## src/source/tim_pkg.sv

```systemverilog
package tim_pkg;

  // modules use only the low bits of these upper bounds
  localparam int tim_index_bits = 16;
  localparam int tim_bank_bits = 4;

  // bus request from the core
  typedef struct packed {
    logic mem_valid;
    logic [31:0] mem_addr;
    logic [63:0] mem_wdata;
    logic [7:0] mem_wstrb;
  } mem_in_type;

  // bus response to the core
  typedef struct packed {
    logic mem_ready;
    logic [63:0] mem_rdata;
  } mem_out_type;

  typedef struct packed {
    logic wen;
    logic [tim_index_bits-1:0] waddr;
    logic [tim_index_bits-1:0] raddr;
    logic [63:0] wdata;
  } tim_ram_in_type;

  typedef struct packed {
    logic [63:0] rdata;
  } tim_ram_out_type;

  // decode stage register
  typedef struct packed {
    logic enable;
    logic wren;
    logic rden;
    logic [tim_bank_bits-1:0] bank;
    logic [tim_index_bits-1:0] index;
    logic [63:0] data;
    logic [7:0] strb;
  } tim_front_type;

  // merge stage register with the merged word in data
  typedef struct packed {
    logic enable;
    logic wren;
    logic rden;
    logic [tim_bank_bits-1:0] bank;
    logic [tim_index_bits-1:0] index;
    logic [63:0] data;
    logic [7:0] strb;
    logic [63:0] rdata;
  } tim_back_type;

endpackage
```

## src/source/tim_decode.sv

```systemverilog
`timescale 1ns/100ps

module tim_decode
  import tim_pkg::*;
#(
  parameter int tim_depth = 256,
  parameter int tim_width = 4
) (
  input logic clock,
  input logic reset,
  input mem_in_type request,
  output tim_front_type front,
  output logic [tim_index_bits-1:0] bank_raddr [tim_width]
);

  localparam int index_bits = $clog2(tim_depth);
  localparam int bank_bits = $clog2(tim_width);

  // field positions in the byte address
  localparam int bank_lsb = 3;
  localparam int index_lsb = bank_lsb + bank_bits;

  logic [bank_bits-1:0] addr_bank;
  logic [index_bits-1:0] addr_index;
  logic is_write;

  tim_front_type front_next;

  assign addr_bank = request.mem_addr[index_lsb-1:bank_lsb];
  assign addr_index = request.mem_addr[index_lsb+index_bits-1:index_lsb];
  assign is_write = |request.mem_wstrb; // any strobe means write

  always_comb begin
    front_next = front;
    front_next.enable = 1'b0;
    front_next.wren = 1'b0;
    front_next.rden = 1'b0;
    if (request.mem_valid) begin
      front_next.enable = 1'b1;
      front_next.wren = is_write;
      front_next.rden = ~is_write;
      front_next.bank = tim_bank_bits'(addr_bank);
      front_next.index = tim_index_bits'(addr_index);
      front_next.data = request.mem_wdata;
      front_next.strb = request.mem_wstrb;
    end
  end

  always_ff @(posedge clock) begin
    if (!reset) begin
      front <= '0;
    end else begin
      front <= front_next;
    end
  end

  // bank read starts with the request, data lands with front
  always_comb begin
    for (int i = 0; i < tim_width; i++) begin
      if (addr_bank == bank_bits'(i)) begin
        bank_raddr[i] = tim_index_bits'(addr_index);
      end else begin
        bank_raddr[i] = '0; // idle banks
      end
    end
  end

endmodule

```

## config.mk

```make
export PLATFORM = sky130hd
export DESIGN_NAME = tim_decode
export DESIGN_NICKNAME = d
export VERILOG_FILES = /design/src/source/tim_pkg.sv /design/src/source/tim_decode.sv
export SDC_FILE = /design/constraint.sdc
export NUM_CORES = 1
export LEC_CHECK = 0
export ABC_AREA = 1
export BUFFER_PORTS_ARGS = -buffer_cell sky130_fd_sc_hd__buf_2
export CAP_MARGIN = 15
export CORE_AREA = 3 3 103 105
export DETAILED_ROUTE_END_ITERATION = 7
export DIE_AREA = 0 0 106 108
export PLACE_DENSITY = 0.71
export SETUP_SLACK_MARGIN = 0.4
export SLEW_MARGIN = 10
export SYNTH_ARGS = -nofsm -noshare
export SYNTH_HDL_FRONTEND = slang
export SYNTH_SLANG_ARGS = --single-unit
```

## constraint.sdc

```tcl
create_clock -name clock -period 1.14 [get_ports clock]
set_clock_uncertainty 0.15 [all_clocks]
set_input_delay 0.171 -clock clock [delete_from_list [all_inputs] [get_ports clock]]
set_output_delay 0.171 -clock clock [all_outputs]
set_load 0.1 [all_outputs]
```

==> results.txt <==
----------------------------------------------------
[Synthesis]
  Part of the Yosys area used for sequential elements ... 0.4958
  Count of distinct cell types in the synthesized netlist ... 15
  Fraction of registers with async set or reset after synthesis ... 0
  Area leader, netlist ... sky130_fd_sc_hd__dfxtp_1
  Count of yosys warnings during synthesis ... 0
  Dominant register cell in the synthesized netlist ... sky130_fd_sc_hd__dfxtp_1
  Synth top cells by count ... 182 x sky130_fd_sc_hd__nor2_1, 85 x sky130_fd_sc_hd__dfxtp_1, 73 x sky130_fd_sc_hd__o21ai_0
  Count of state elements after synthesis ... 85
  Cell area after synthesis ... 0.003432 mm2
  Number of flops mapped to enable cells by yosys ... 0
  Gate Count Post-Synth ... 448
  Largest cells by area after synthesis ... sky130_fd_sc_hd__dfxtp_1 50%, sky130_fd_sc_hd__nor2_1 20%, sky130_fd_sc_hd__o21ai_0 11%
  Mean area per synthesized cell ... 7.661 um2
  Most instantiated library cell after synthesis ... sky130_fd_sc_hd__nor2_1
  Top cell type's share of synthesized area ... 0.4958

[Power]
  Power density over cell area ... 1311 mW/mm2
  Static Leakage ... 3.403 nW
  Worst vdd rail ir drop ... 903.5 uV
  Internal power ... 0.005857 W
  Combinational cell fraction of total power ... 0.452
  Switching part of the total ... 0.4362
  Relative contribution of the clock network to total power ... 0.223
  PnR Total Power ... 0.01039 W
  Part of the total power dissipated in sequential elements ... 0.325
  Net switching power of the design ... 0.004531 W

[Drt]
  Count of routing violations after the opening detailed-route iteration ... 137
  Detailed Routing Iterations Pass 1 ... 5
  Antenna Violating Nets Remaining ... 0
  Number of vias after detailed routing ... 3895
  Average via count per standard cell ... 4.659
  Mean routed wirelength per cell ... 17.07 um
  DRC violations left ... 0
  Total Routed Length ... 14270 um

[Global routing]
  Wire length of the first global-routing pass ... 18920 um
  Number of global-route vias before repair ... 3762
  Maximum number of pins on one net before global-route repair ... 44
  Leftover overflow at the end of global routing ... 0
  Global-route total usage across every layer ... 0.2099
  Number of antenna violations at the first check in global routing ... 1

[Clock tree]
  Clock root buffer ... sky130_fd_sc_hd__clkbuf_8
  Htree depth ... 3
  Clock input transition at the sequential cells of the worst setup and hold paths ... 0.09 ns
  TritonCTS buffer count ... 9
  CTS tree ... done
  Clock tree sinks ... 85
  Skew-Pair Late Insertion Delay ... 0.34 ns
  Number of buffers on the longest clock path ... 2

[Critical path]
  Required time worst endpoint ... 0.82 ns
  Critical path's top delay family ... buffers and inverters
  Worst Setup Path Type ... input pin to output pin
  Crit Path Max Fanout ... 8
  Critical path capture point type ... output pin
  Worst path cell trace ... buf_8 > clkinvlp_4 > nand2_8 > nor2_4 > buf_12
  Category of the worst setup path launch point ... input pin
  Worst stage delay on the critical path ... 0.18 ns
  Max stage delay cell, worst path ... sky130_fd_sc_hd__buf_12
  Count of buffer and inverter cells on the critical path ... 3
  FF-to-FF Start ... front[5]$_SDFFE_PN0P_
  Worst path arrival time ... 0.92 ns
  Critical path launch point ... request[75]

[Layout]
  Area taken by flip-flops and latches ... 0.002021 mm2
  Core utilization of the finished layout ... 0.8143
  Layout Area Growth over Synthesis ... 130.8%
  Largest registers ... front x85
  Top register by number of flip-flops ... front
  Post-route cell area ... 0.007923 mm2
  Layout Nets ... 804
  Filler instances ... 544
  Multi-input logic area ... 0.001997 mm2
  Flip-flop count of the largest register, all copies and words added ... 85
  Fraction of final layout cells with drive strength greater than 1 ... 0.7051

[STA]
  Final number of setup-violating endpoints ... 112
  Setup TNS Final ... -7.074 ns
  Tightest hold margin ... -0.09937 ns
  Unrepaired setup endpoints after global routing ... true
  Worst setup slack after layout ... -0.1049 ns
  Final Critical Period ... 1.245 ns
  Final Hold Violating Endpoints ... 73
  Max-slew violations ... 0
  Period Utilization, post-route ... 1.092
  Max frequency ... 0.8033 GHz

[Placed design]
  Port Buffer Count ... 201
  Final HPWL DP ... 9556 um
  GP Congestion ... 0.7623
  DP Area ... 0.006917 mm2

[Run]
  Max-Cap Viols ... 0

[Worst hold path]
  Worst hold-check path type ... input pin to flop
  Hold Path Origin ... request[56]

[Die]
  Count of pins on the block boundary ... 266
  Width of the chip ... 106 um
  Initial core utilization ... 0.3528
  Cell Rows ... 36
  Floorplan core area ... 0.009729 mm2
  Die ar. ... 0.01145 mm2
  Vertical die dimension ... 108 um

[Outcome]
  Violations in the final reports ... hold timing, setup timing
  Status ... finished with violations

----------------------------------------------------
metal layers:
metal,up-vias,share of wire,global-route usage
li1,1853,-,-
met1,1850,0.32,0.2020
met2,163,0.58,0.4144
met3,29,0.071,0.05970
met4,0,0.030,0.09066
met5,-,0,0
through the flow:
stage	instances	setup WS, ns
after CTS	807	-0.1114
after floorplan	489	-0.1489
after detailed placement	779	-0.3295
final	836	-0.1049
after global routing	836	-0.1259
after global placement	779	-0.2893
power by group through the flow:
stage,Combinational (W),Clock [W],Sequential (W)
2_1_floorplan,0.00156,0,0.00478
3_3_place_gp,0.00427,0,0.00340
3_5_place_dp,0.00433,0,0.00342
4_1_cts,0.00446,0.00239,0.00336
5_1_grt,0.00483,0.00251,0.00339
6_report,0.00470,0.00232,0.00337
worst reg2reg max path: stages, from the launching register on:
cell and delay [ns]:
sky130_fd_sc_hd__dfxtp_4 0.36, sky130_fd_sc_hd__buf_4 0.14, sky130_fd_sc_hd__o21ai_4 0.13, sky130_fd_sc_hd__nor2_1 0.05
final timing paths:
check	slack (ns)	to	cells past startpoint
worst max-delay path	-0.10	bank_raddr[20]	5
worst min-delay path	-0.1	front[56]$_SDFFE_PN0P_	3
worst max register to register	0.19	front[5]$_SDFFE_PN0P_	3
worst min register to register	0.36	front[46]$_SDFFE_PN0P_	2
layout by cell type, fill, tap and decap left out, drive strengths merged:
cell	count
a21oi	10
buf	261
bufinv	2
clkbuf	14
clkinv	2
clkinvlp	5
conb	42
dfxtp	85
diode	1
inv	9
nand2	7
nor2	182
nor3	1
o21ai	82
cell type report:
cell class | count | share of cell area
timing repair buffer | 265 | 0.4370
inverter | 12 | 0.007423
multi-input combinational | 324 | 0.2521
sequential | 85 | 0.2551
clock inverter | 6 | 0.01105
tap | 133 | 0.02100
clock buffer | 10 | 0.01611
antenna | 1 | 0.0003159
kinds of logic (layout without fill, tap and decap cells):
logic type             Yosys count  after routing  synth area share
AND/OR/NAND/NOR                190            190            0.2082
flip-flops                      85             85            0.4958
AO/OA/AOI/OAI                   92             92            0.1342
buffers and inverters           80            293            0.1608
other                            1             43          0.001093
timing repair:
action | in CTS | in global routing
endpoints found under the hold margin | 74 | 73
setup buffers | 12 | 25
gates resized for setup | 57 | 55
cloned | 0 | 3
setup endpoints to repair | 199 | 200
pin swaps | 17 | 21
No activity file was read; power rests on OpenSTA's default activity.
