**src/source/tim_pkg.sv**
```systemverilog
package tim_pkg;

  // modules use only the low bits of these upper bounds
  localparam int tim_index_bits = 16;
  localparam int tim_bank_bits = 4;

  // bus request from the core
  typedef struct packed {
    logic mem_valid;
    logic [31:0] mem_addr;
    logic [63:0] mem_wdata;
    logic [7:0] mem_wstrb;
  } mem_in_type;

  // bus response to the core
  typedef struct packed {
    logic mem_ready;
    logic [63:0] mem_rdata;
  } mem_out_type;

  typedef struct packed {
    logic wen;
    logic [tim_index_bits-1:0] waddr;
    logic [tim_index_bits-1:0] raddr;
    logic [63:0] wdata;
  } tim_ram_in_type;

  typedef struct packed {
    logic [63:0] rdata;
  } tim_ram_out_type;

  // decode stage register
  typedef struct packed {
    logic enable;
    logic wren;
    logic rden;
    logic [tim_bank_bits-1:0] bank;
    logic [tim_index_bits-1:0] index;
    logic [63:0] data;
    logic [7:0] strb;
  } tim_front_type;

  // merge stage register with the merged word in data
  typedef struct packed {
    logic enable;
    logic wren;
    logic rden;
    logic [tim_bank_bits-1:0] bank;
    logic [tim_index_bits-1:0] index;
    logic [63:0] data;
    logic [7:0] strb;
    logic [63:0] rdata;
  } tim_back_type;

endpackage
```
**src/source/tim_merge.sv**
```systemverilog
`timescale 1ns/100ps

module tim_merge
  import tim_pkg::*;
#(
  parameter int tim_depth = 256,
  parameter int tim_width = 4
) (
  input logic clock,
  input logic reset,
  input tim_front_type front,
  input tim_ram_out_type bank_out [tim_width],
  output logic bank_wen [tim_width],
  output logic [tim_index_bits-1:0] bank_waddr [tim_width],
  output logic [63:0] bank_wdata [tim_width],
  output mem_out_type response
);

  localparam int index_bits = $clog2(tim_depth);
  localparam int bank_bits = $clog2(tim_width);

  tim_back_type back;
  tim_back_type back_next;

  logic [bank_bits-1:0] front_bank;
  logic [bank_bits-1:0] back_bank;
  logic [index_bits-1:0] front_index;
  logic [index_bits-1:0] back_index;

  logic hit;
  logic [63:0] old_word;
  logic [63:0] merged_word;

  assign front_bank = front.bank[bank_bits-1:0];
  assign back_bank = back.bank[bank_bits-1:0];
  assign front_index = front.index[index_bits-1:0];
  assign back_index = back.index[index_bits-1:0];

  // previous access wrote this word on the edge the bank was read
  assign hit = back.enable && (back_bank == front_bank) && (back_index == front_index);

  always_comb begin
    if (hit) begin
      old_word = back.data; // forwarded
    end else begin
      old_word = bank_out[front_bank].rdata;
    end
  end

  always_comb begin
    for (int b = 0; b < 8; b++) begin
      if (front.strb[b]) begin
        merged_word[8*b +: 8] = front.data[8*b +: 8];
      end else begin
        merged_word[8*b +: 8] = old_word[8*b +: 8];
      end
    end
  end

  // write back to the addressed bank only
  always_comb begin
    for (int i = 0; i < tim_width; i++) begin
      if (front_bank == bank_bits'(i)) begin
        bank_wen[i] = front.wren;
        bank_waddr[i] = front.index;
        bank_wdata[i] = merged_word;
      end else begin
        bank_wen[i] = 1'b0;
        bank_waddr[i] = '0;
        bank_wdata[i] = '0;
      end
    end
  end

  always_comb begin
    response.mem_ready = front.enable;
    if (front.rden) begin
      response.mem_rdata = old_word;
    end else begin
      response.mem_rdata = '0; // writes answer with zero
    end
  end

  always_comb begin
    back_next.enable = front.enable;
    back_next.wren = front.wren;
    back_next.rden = front.rden;
    back_next.bank = front.bank;
    back_next.index = front.index;
    back_next.strb = front.strb;
    back_next.data = merged_word; // equals old word on reads
    back_next.rdata = old_word;
  end

  always_ff @(posedge clock) begin
    if (!reset) begin
      back <= '0;
    end else begin
      back <= back_next;
    end
  end

endmodule

```
**config.mk**
```make
export PLATFORM = sky130hd
export DESIGN_NAME = tim_merge
export DESIGN_NICKNAME = d
export VERILOG_FILES = /design/src/source/tim_pkg.sv /design/src/source/tim_merge.sv
export SDC_FILE = /design/constraint.sdc
export NUM_CORES = 1
export LEC_CHECK = 0
export BUFFER_PORTS_ARGS = -buffer_cell sky130_fd_sc_hd__buf_4
export CORE_AREA = 5 5 283 285
export CTS_BUF_LIST = sky130_fd_sc_hd__clkbuf_16
export DETAILED_ROUTE_END_ITERATION = 16
export DIE_AREA = 0 0 288 290
export GPL_ROUTABILITY_DRIVEN = 0
export PLACE_DENSITY_LB_ADDON = 0.2
export SLEW_MARGIN = 20
export SYNTH_ARGS = -nofsm -noshare
export SYNTH_HDL_FRONTEND = slang
export SYNTH_SLANG_ARGS = --single-unit
```
**constraint.sdc**
```tcl
create_clock -name clock -period 4.1 [get_ports clock]
set_clock_uncertainty 0.05 [all_clocks]
set_input_delay 0.41 -clock clock [delete_from_list [all_inputs] [get_ports clock]]
set_output_delay 0.41 -clock clock [all_outputs]
set_load 0.02 [all_outputs]
```
==> results of run 1 <==
[cells in the mapped netlist, drive strengths merged]
master	count	share of area (%)
and2	125	8.8
nand2b	66	4.7
buf	35	2.3
clkbuf	88	3.7
nand2	129	5.5
nor3	1	0.18
xnor2	10	0.99
and3	17	1.2
or2	1	0.071
mux4	64	16
nand4	2	0.14
or3	1	0.071
a221oi	1	0.17
nor2b	130	9.2
nor2	257	11
a211oi	63	8.9
nor4	64	4.5
nand3	1	0.056
a21boi	64	5.4
dfxtp	75	17
[worst register-to-register path, delay by kind of cell, from the launching register on]
kind                      cells  cell delay, ns
DFF                           1            0.31
AOI/OAI and AO/OA             1            0.44
xor gates and xnor gates      1            0.26
buffers and inverters         2            0.46
and+or+nand+nor               3            0.82
[final timing paths]
kind | cells past startpoint | endpoint | slack (ns) | startpoint
worst max register to register | 7 | back[88] | 1.65 | back[139]
worst max-delay path | 8 | bank_wdata[198] | 0.75 | back[139]
worst min-delay path | 2 | back[158] | 0.24 | front[94]
worst min register to register | 4 | back[74] | 0.67 | back[74]
[cell families (layout without fill, tap and decap cells)]
kind of cell	Yosys count	count (layout)
xor gates and xnor gates	10	10
DFF	75	75
other	0	1
buffers and inverters	123	788
AOI/OAI and AO/OA	128	128
muxes	64	64
and+or+nand+nor	794	794
[per-layer routing]
metal / global-route usage [%] / routed length, µm / vias up
li1: - / - / 5350
met1: 15.8 / 24000 / 5477
met2: 24.2 / 30100 / 451
met3: 3.25 / 3720 / 46
met4: 3.60 / 1340 / 0
met5: 0 / 0 / -
[layout make-up]
class / instances / area share (%)
diodes: 1 / 0.0157
clock buffers: 9 / 1.41
clock inverters: 7 / 0.667
multi-input cells: 996 / 43.0
flip-flops and latches: 75 / 9.41
well taps: 1040 / 8.16
repair buffers: 772 / 37.3
[where the power goes]
part / internal, mW / switching (mW) / leakage [nW]
logic: 0.785 / 0.933 / 6.31
clock network: 0.589 / 0.380 / 0.162
registers: 0.781 / 0.0250 / 0.624
[through the flow]
step	std cells	hold WS, ns	setup slack (ns)	area [µm²]	utilization [%]
3_5_place_dp	2883	0.626	0.763	15600	20.3
2_1_floorplan	1194	0.482	1.56	8860	-
4_1_cts	2899	0.201	0.631	16000	20.7
6_report	2900	0.240	0.751	16000	20.7
3_3_place_gp	2883	0.606	0.775	15600	20.3
5_1_grt	2899	0.217	0.542	16000	20.7
==> results.yml, run 1 <==
synth:
  synthXorXnorAreaFrac_pct: 0.988
  synth_fa_ha_area_share_pct: 0
  syn_inst: 1194
  synth.area.mux_share_pct: 16.3
  ys_warn_count: 0
  yosys.area_share.simple_pct: 45.3
  synth_compound_area_share_pct: 14.5
  avgSynthCellArea_um2: 7.42
  seq_area_frac_synth_pct: 16.9
  synth_top_family_by_area: "simple AND/OR/NAND/NOR gates"
  ys_ff_latch: 75
  yosysUniqueCellTypes: 24
  syn_nets: 1547
  syn_area_um2: 8860
setup_path:
  worstSetupPathType: "reg2out"
  crit_family: "simple AND/OR/NAND/NOR gates"
  crit_path_frequent_cell: "buf_4"
  slowest_stage: "or3_4"
  start_kind: "flop"
  crit_path_end_kind: "output pin"
  cpPeakStageDelay_ns: 0.55
  cp.arrival_ns: 2.89
  crit_required_ns: 3.64
  crit_buf_inv: 3
  crit_fanout: 29
  cp_cell_sequence: "xnor2_1 -> nand3_4 -> or3_4 -> buf_12 -> buf_4 -> a211oi_2 -> nor2_1 -> buf_4"
clock_network:
  tritoncts: "built"
  htreeDepth: 3
  post_cts_buffers: 0
  clock-sinks: 75
  root_buffer: "clkbuf_16"
  numCtsBuffers: 9
  path_clk_slew_ns: 0.06
  clk_latency_ns: 0.36
  cts-resized-gates: 0
  cts_hold_buf: 0
  clock_path_buffers: 2
sta:
  min_period_ns: 3.35
  slew_violations: 0
  timing.final.crit_share_pct: 81.7
  worstMarginPinSlew_ns: 0.993
  slew_headroom_pct: 33.8
  hold_violations: 0
  timing.fmax_mhz: 299
  grt_setup_unrepaired: "false"
  fin_setup_tns_ns: 0
  final-setup-viol-count: 0
routing:
  via_per_inst: 3.90
  drc: 0
  routed_wl_mm: 59.2
  first_pass_iters: 4
  post_drt_wl_per_cell_um: 20.4
  final_antenna_net_count: 0
  vias: 11300
  drtIter0Drc: 521
cells_and_area:
  largest_reg_flops: 74
  drive_gt1_share_pct: 49.5
  fill_cells: 8736
  final_common_cell: "buf_4"
  reg_top3: "back: 74 flops"
  final_cell_mix: "buf_4, nor2_1, nor2b_1, nand2_1, and2_1"
  nets: 2207
  largest-register: "back"
  area_delta_synth_final_pct: 80.0
  multi_input_area_um2: 6870
  regArea_um2: 1500
die:
  rows: 102
  die_area_um2: 83500
  die_h_um: 290
  ioPinCount: 742
  die_width_um: 288
  core-area_um2: 77100
  initial_core_util_pct: 11.5
pwr:
  p_leak_nw: 7.09
  vdd_drop_max_mv: 0.161
  total_power_mw: 3.49
  power_density_nw_per_um2: 219
outcome:
  status: "finished clean"
placement:
  io_buffer_count: 739
  dp_hpwl_mm: 46.2
grt:
  antenna_found_initial: 3
  grt_usage_pct: 13.4
  overflow: 0
  grt_pass1_wl_mm: 84.4
  grt_max_degree: 76
  grt_pass1_vias: 12300
run:
  drv_cap: 0
min_path:
  hold_class: "in2reg"
Note: power is estimated with default switching activity, not from simulation.
==> run 2: changes to the inputs <==
--- a/config.mk
+++ b/config.mk
@@ -5,11 +5,12 @@
 export SDC_FILE = /design/constraint.sdc
 export NUM_CORES = 1
 export LEC_CHECK = 0
+export ABC_AREA = 1
 export BUFFER_PORTS_ARGS = -buffer_cell sky130_fd_sc_hd__buf_4
-export CORE_AREA = 5 5 283 285
+export CORE_AREA = 5 5 290 292
 export CTS_BUF_LIST = sky130_fd_sc_hd__clkbuf_16
 export DETAILED_ROUTE_END_ITERATION = 16
-export DIE_AREA = 0 0 288 290
+export DIE_AREA = 0 0 295 297
 export GPL_ROUTABILITY_DRIVEN = 0
 export PLACE_DENSITY_LB_ADDON = 0.2
 export SLEW_MARGIN = 20
==> constraint.sdc (replaced) <==
create_clock -name clock -period 2.8 [get_ports clock]
set_clock_uncertainty 0.05 [all_clocks]
set_input_delay 0.28 -clock clock [delete_from_list [all_inputs] [get_ports clock]]
set_output_delay 0.28 -clock clock [all_outputs]
set_load 0.02 [all_outputs]
==> results.yml, run 2 <==
cells_and_area:
  nets: 2424
  area_delta_synth_final_pct: 91.1
  multi_input_area_um2: 5640
  reg_top3: "back: 74 flops"
  finalNonFillerCells: 3147
  final_cell_mix: "buf_4, nor2_1, nand2_1, nand3_1, nand3_2"
  fill_cells: 9392
  drive_gt1_share_pct: 49.9
  largest_reg_flops: 74
  regArea_um2: 1500
  largest-register: "back"
  final_common_cell: "buf_4"
  final_area_um2: 15000
die:
  rows: 105
  die_h_um: 297
  core-area_um2: 81300
  die_area_um2: 87600
  initial_core_util_pct: 9.68
  ioPinCount: 742
  die_width_um: 295
pwr:
  vdd_drop_max_mv: 0.266
  power_density_nw_per_um2: 318
  p_leak_nw: 7.51
setup_path:
  crit_path_frequent_cell: "nand3_1"
  crit_buf_inv: 3
  crit_fanout: 40
  worstSetupPathType: "reg2out"
  crit_required_ns: 2.47
  r2r_slack_ns: 0.99
  cpPeakStageDelay_ns: 0.31
  cp_cell_sequence: "inv_1 -> nand2_1 -> nand2_1 -> nand3_1 -> nor2_4 -> buf_12 -> nand3_1 -> nand3_1 -> nand2_2 -> nor2_1 -> buf_4"
  cp.arrival_ns: 2.26
  start_kind: "flop"
  crit_family: "simple AND/OR/NAND/NOR gates"
  r2r_cells: 11
  rr_endpoint: "back[115]"
  slowest_stage: "dfxtp_1"
  r2r-start: "back[137]"
  crit_path_end_kind: "output pin"
grt:
  antenna_found_initial: 5
  top_usage_layer: "met2"
  gr-usage-met3_pct: 2.83
  grt_pass1_vias: 12500
  use_met2_pct: 23.8
  met1_usage_pct: 15.2
  grt_usage_pct: 13.0
  grt_pass1_wl_mm: 85.4
  grt_max_degree: 82
  overflow: 0
clock_network:
  root_buffer: "clkbuf_16"
  path_clk_slew_ns: 0.06
  tritoncts: "built"
  clock-sinks: 75
  clk_latency_ns: 0.37
  numCtsBuffers: 9
  clock_path_buffers: 2
  htreeDepth: 3
synth:
  synth_top_area_cell: "dfxtp_1"
  yosysMostFrequentCell: "nor2_1"
  syn_area_um2: 7870
  syn_nets: 1741
  seq_area_frac_synth_pct: 19.1
  synth-main-ff-cell: "dfxtp_1"
  ys_warn_count: 0
  synthTopCellsByArea: "dfxtp_1, nor2_1, nand2_1"
  avgSynthCellArea_um2: 5.67
  ys_ff_latch: 75
  yosysUniqueCellTypes: 20
  syn_inst: 1388
  synth-edff-count: 0
  synth_top_area_share_pct: 19.1
  synthArstFlopShare_pct: 0
  synth_common_cells: "nor2_1, nand2_1, nand3_1, nand3_2, dfxtp_1"
sta:
  timing.fmax_mhz: 387
  grt_setup_unrepaired: "false"
  slew_violations: 0
  hold_violations: 0
  worstMarginPinSlew_ns: 0.862
  min_period_ns: 2.59
  timing.final.crit_share_pct: 92.3
  hold_ws_ns: 0.0542
  final-setup-viol-count: 0
  fin_setup_tns_ns: 0
  slew_headroom_pct: 42.6
placement:
  dp_hpwl_mm: 47.8
  dp.cells: 3123
  placed_area_um2: 14700
  io_buffer_count: 739
routing:
  drtIter0Drc: 582
  drc: 0
  final_antenna_net_count: 0
  routed_wl_mm: 60.9
  vias: 12000
  first_pass_iters: 5
  via_per_inst: 3.81
  post_drt_wl_per_cell_um: 19.4
min_path:
  hold_class: "in2reg"
  hold_start: "front[79]"
  worst_hold_path.endpoint: "back[143]"
  hold_path_depth: 3
run:
  drv_cap: 0
outcome:
  status: "finished clean"
-- run 2: changes by cell type after synthesis, sizes merged, moves of 63 or more --
cell | previous run | this run
a21boi | 64 | 0
nand2b | 66 | 0
a21oi | 0 | 64
nand2 | 129 | 363
or2 | 1 | 64
and2 | 125 | 0
nand3 | 1 | 195
nor4 | 64 | 0
mux4 | 64 | 0
nor2 | 257 | 397
nor2b | 130 | 0
a211oi | 63 | 0
-- run 2: metrics by stage --
| step | worst slack [ns] | util (%) | total power, mW |
|---|---|---|---|
| final | 0.215 | 18.5 | 4.79 |
| after detailed placement | -0.00902 | 18.1 | 3.72 |
| after global routing | 0.0146 | 18.5 | 5.10 |
| after global placement | -0.0271 | 18.1 | 3.71 |
| after floorplan | 0.879 | - | 2.40 |
| after CTS | 0.0576 | 18.4 | 4.93 |
-- run 2: power by group --
group          internal, mW  total [mW]  switching, mW
Sequential             1.15        1.18         0.0305
Clock                 0.582        1.13          0.547
Combinational          1.00        2.48           1.47
-- run 2: final cells by class --
cell class | count | share of cell area [%]
clock buffers | 9 | 1.50
well taps | 1070 | 8.90
clock inverters | 5 | 0.158
inverters | 56 | 1.46
repair buffers | 781 | 40.5
diodes | 3 | 0.0499
flip-flops and latches | 75 | 9.98
multi-input cells | 1148 | 37.5
-- run 2: how the worst max path moves through the flow --
stage	startpoint	to	slack, ns	cells after the start
4_1_cts	front[89]	bank_wdata[63]	0.06	11
2_1_floorplan	front[88]	bank_wdata[106]	0.88	12
3_5_place_dp	front[89]	bank_wdata[63]	-0.009	10
5_1_grt	back[136]	bank_wdata[117]	0.01	13
6_report	back[137]	bank_wdata[158]	0.21	11
3_3_place_gp	front[89]	bank_wdata[63]	-0.03	10
-- run 2: cell families (layout without fill, tap and decap cells) --
family,count (synthesis),count (layout),share of synthesized area (%)
AND/OR/NAND/NOR,1083,1083,66.9
flip-flops,75,75,19.1
AO/OA/AOI/OAI,64,64,4.07
XOR/XNOR,1,1,0.111
buffers and inverters,165,851,9.82
other,0,3,0
-- run 2: worst register-to-register path: stages (launching register included) --
cell and delay (ns):
dfxtp_1 0.31, inv_1 0.05, nand2_1 0.04, nand2_1 0.05, nand3_1 0.11, nor2_4 0.23
nand3_4 0.12, buf_4 0.25, nand2_1 0.18, nand3_2 0.08, nand2_2 0.18, nor2_1 0.05
-- run 2: per-layer routing --
| layer | vias up | wire length (µm) |
|---|---|---|
| li1 | 5786 | - |
| met1 | 5673 | 24800 |
| met2 | 489 | 30900 |
| met3 | 51 | 4050 |
| met4 | 0 | 1180 |
| met5 | - | 0 |
-- run 2: what timing repair did --
| action | in CTS | in global routing |
|---|---|---|
| hold buffers | 0 | 0 |
| pin swaps | 1 | 2 |
| resized for setup | 1 | 5 |
| endpoints found under the setup margin | 1 | 51 |
| buffers inserted | 0 | 6 |
| endpoints found under the hold margin | 0 | 0 |
| cloned | 0 | 1 |
==> run 3: changes to the inputs <==
--- a/config.mk
+++ b/config.mk
@@ -12,7 +12,7 @@
 export DETAILED_ROUTE_END_ITERATION = 16
 export DIE_AREA = 0 0 295 297
 export GPL_ROUTABILITY_DRIVEN = 0
-export PLACE_DENSITY_LB_ADDON = 0.2
+export PLACE_DENSITY_LB_ADDON = 0.3
 export SLEW_MARGIN = 20
 export SYNTH_ARGS = -nofsm -noshare
 export SYNTH_HDL_FRONTEND = slang
==> results.yml, run 3 (synthesis gave the netlist of run 2 again) <==
outcome:
  status: "finished clean"
clock_network:
  tritoncts: "built"
  numCtsBuffers: 9
  cts_hold_buf: 0
  htreeDepth: 3
  path_clk_slew_ns: 0.06
  clk_latency_ns: 0.37
  clock-sinks: 75
  clock_path_buffers: 2
  root_buffer: "clkbuf_16"
die:
  core-area_um2: 81300
  die_width_um: 295
  initial_core_util_pct: 9.68
  rows: 105
  die_h_um: 297
  ioPinCount: 742
  die_area_um2: 87600
setup_path:
  worstSetupPathType: "reg2out"
  crit_required_ns: 2.47
  r2r_cells: 12
  r2r-start: "back[137]"
  r2r_slack_ns: 0.86
  crit_fanout: 40
  cp.arrival_ns: 2.25
  start_kind: "flop"
  rr_endpoint: "back[113]"
  crit_path_end_kind: "output pin"
routing:
  final_antenna_net_count: 0
  first_pass_iters: 4
  drtIter0Drc: 545
  routed_wl_mm: 59.9
  via_per_inst: 3.73
  drc: 0
  vias: 11800
  post_drt_wl_per_cell_um: 19.0
min_path:
  hold_path_depth: 3
  worst_hold_path.endpoint: "back[143]"
  hold_class: "in2reg"
  hold_start: "front[79]"
sta:
  worstMarginPinSlew_ns: 0.782
  min_period_ns: 2.58
  fin_setup_tns_ns: 0
  grt_setup_unrepaired: "true"
  slew_headroom_pct: 47.8
  hold_ws_ns: 0.0518
  timing.final.crit_share_pct: 92.3
  setup_slack_ns: 0.216
  final-setup-viol-count: 0
  timing.fmax_mhz: 387
  hold_violations: 0
  slew_violations: 0
cells_and_area:
  fill_cells: 9449
  multi_input_area_um2: 5670
  nets: 2429
  regArea_um2: 1500
  drive_gt1_share_pct: 50.2
  area_delta_synth_final_pct: 91.9
  finalNonFillerCells: 3151
  largest_reg_flops: 74
  final_common_cell: "buf_4"
  final_cell_mix: "buf_4, nor2_1, nand2_1, nand3_1, nand3_2"
  largest-register: "back"
  post-route-util_pct: 18.6
  reg_top3: "back: 74 flops"
grt:
  top_usage_layer: "met2"
  grt_pass1_wl_mm: 82.8
  grt_max_degree: 53
  grt_pass1_vias: 11800
  antenna_found_initial: 3
  gr-usage-met3_pct: 2.98
  overflow: 0
  met1_usage_pct: 14.8
  grt_usage_pct: 12.8
  use_met2_pct: 23.4
placement:
  dp.cells: 3135
  dp_hpwl_mm: 48.8
  io_buffer_count: 739
  pre_cts_slack_ns: 0.161
pwr:
  vdd_drop_max_mv: 0.237
  p_leak_nw: 7.52
  power_density_nw_per_um2: 325
run:
  drv_cap: 0
-- run 3: cell count changes in the layout (fill, tap and decap cells not counted), sizes merged --
cell      change
buf           +6
bufinv        +1
clkinvlp      +2
clkinv        -1
clkbuf        -1
inv           -1
diode         -2
-- run 3: critical path, stage by stage (launching register included) --
cell and delay, ns:
dfxtp_1 0.33, inv_1 0.04, nand2_1 0.05, nand2_1 0.06, nor2_1 0.13, nand2_2 0.10
nor2_8 0.16, buf_16 0.24, nand3_1 0.15, nand3_1 0.13, nand2_2 0.12, nor2_1 0.11
buf_4 0.15
-- run 3: per-stage QoR --
step | area, µm² | power [mW]
4_1_cts | 15100 | 5.08
6_report | 15100 | 4.91
5_1_grt | 15100 | 5.25
3_5_place_dp | 14800 | 3.74
2_1_floorplan | 7870 | 2.40
3_3_place_gp | 14800 | 3.74
-- run 3: repair_timing --
| action | in CTS | in global routing |
|---|---|---|
| setup buffers | 0 | 0 |
| endpoints found under the setup margin | 0 | 110 |
| gates resized for setup | 0 | 14 |
| endpoints found under the hold margin | 0 | 0 |
-- run 3: final cells by class --
class | count | area share, %
Clock inverter | 6 | 0.381
Tap cell | 1070 | 8.86
Sequential cell | 75 | 9.94
Clock buffer | 9 | 1.49
Inverter | 56 | 1.45
Multi-Input combinational cell | 1148 | 37.5
Antenna cell | 1 | 0.0166
Timing Repair Buffer | 786 | 40.3
-- run 3: where the power goes --
group	total (mW)	switching [mW]	internal, mW
sequential	1.18	0.0295	1.15
clock	1.24	0.565	0.679
combinational	2.49	1.48	1.01
-- run 3: worst max path at each step --
stage	slack [ns]	end	start
3_3_place_gp	0.17	bank_wdata[1]	front[89]
5_1_grt	-0.03	bank_wdata[220]	back[143]
3_5_place_dp	0.16	bank_wdata[1]	front[89]
4_1_cts	0.05	bank_wdata[237]	back[141]
2_1_floorplan	0.88	bank_wdata[106]	front[88]
6_report	0.22	bank_wdata[31]	back[141]
-- run 3: per-layer routing --
metal | share of wire [%] | up-vias
met1 | 40 | 5444
met4 | 2.6 | 0
met3 | 6.9 | 51
li1 | - | 5793
met5 | 0 | -
met2 | 51 | 470
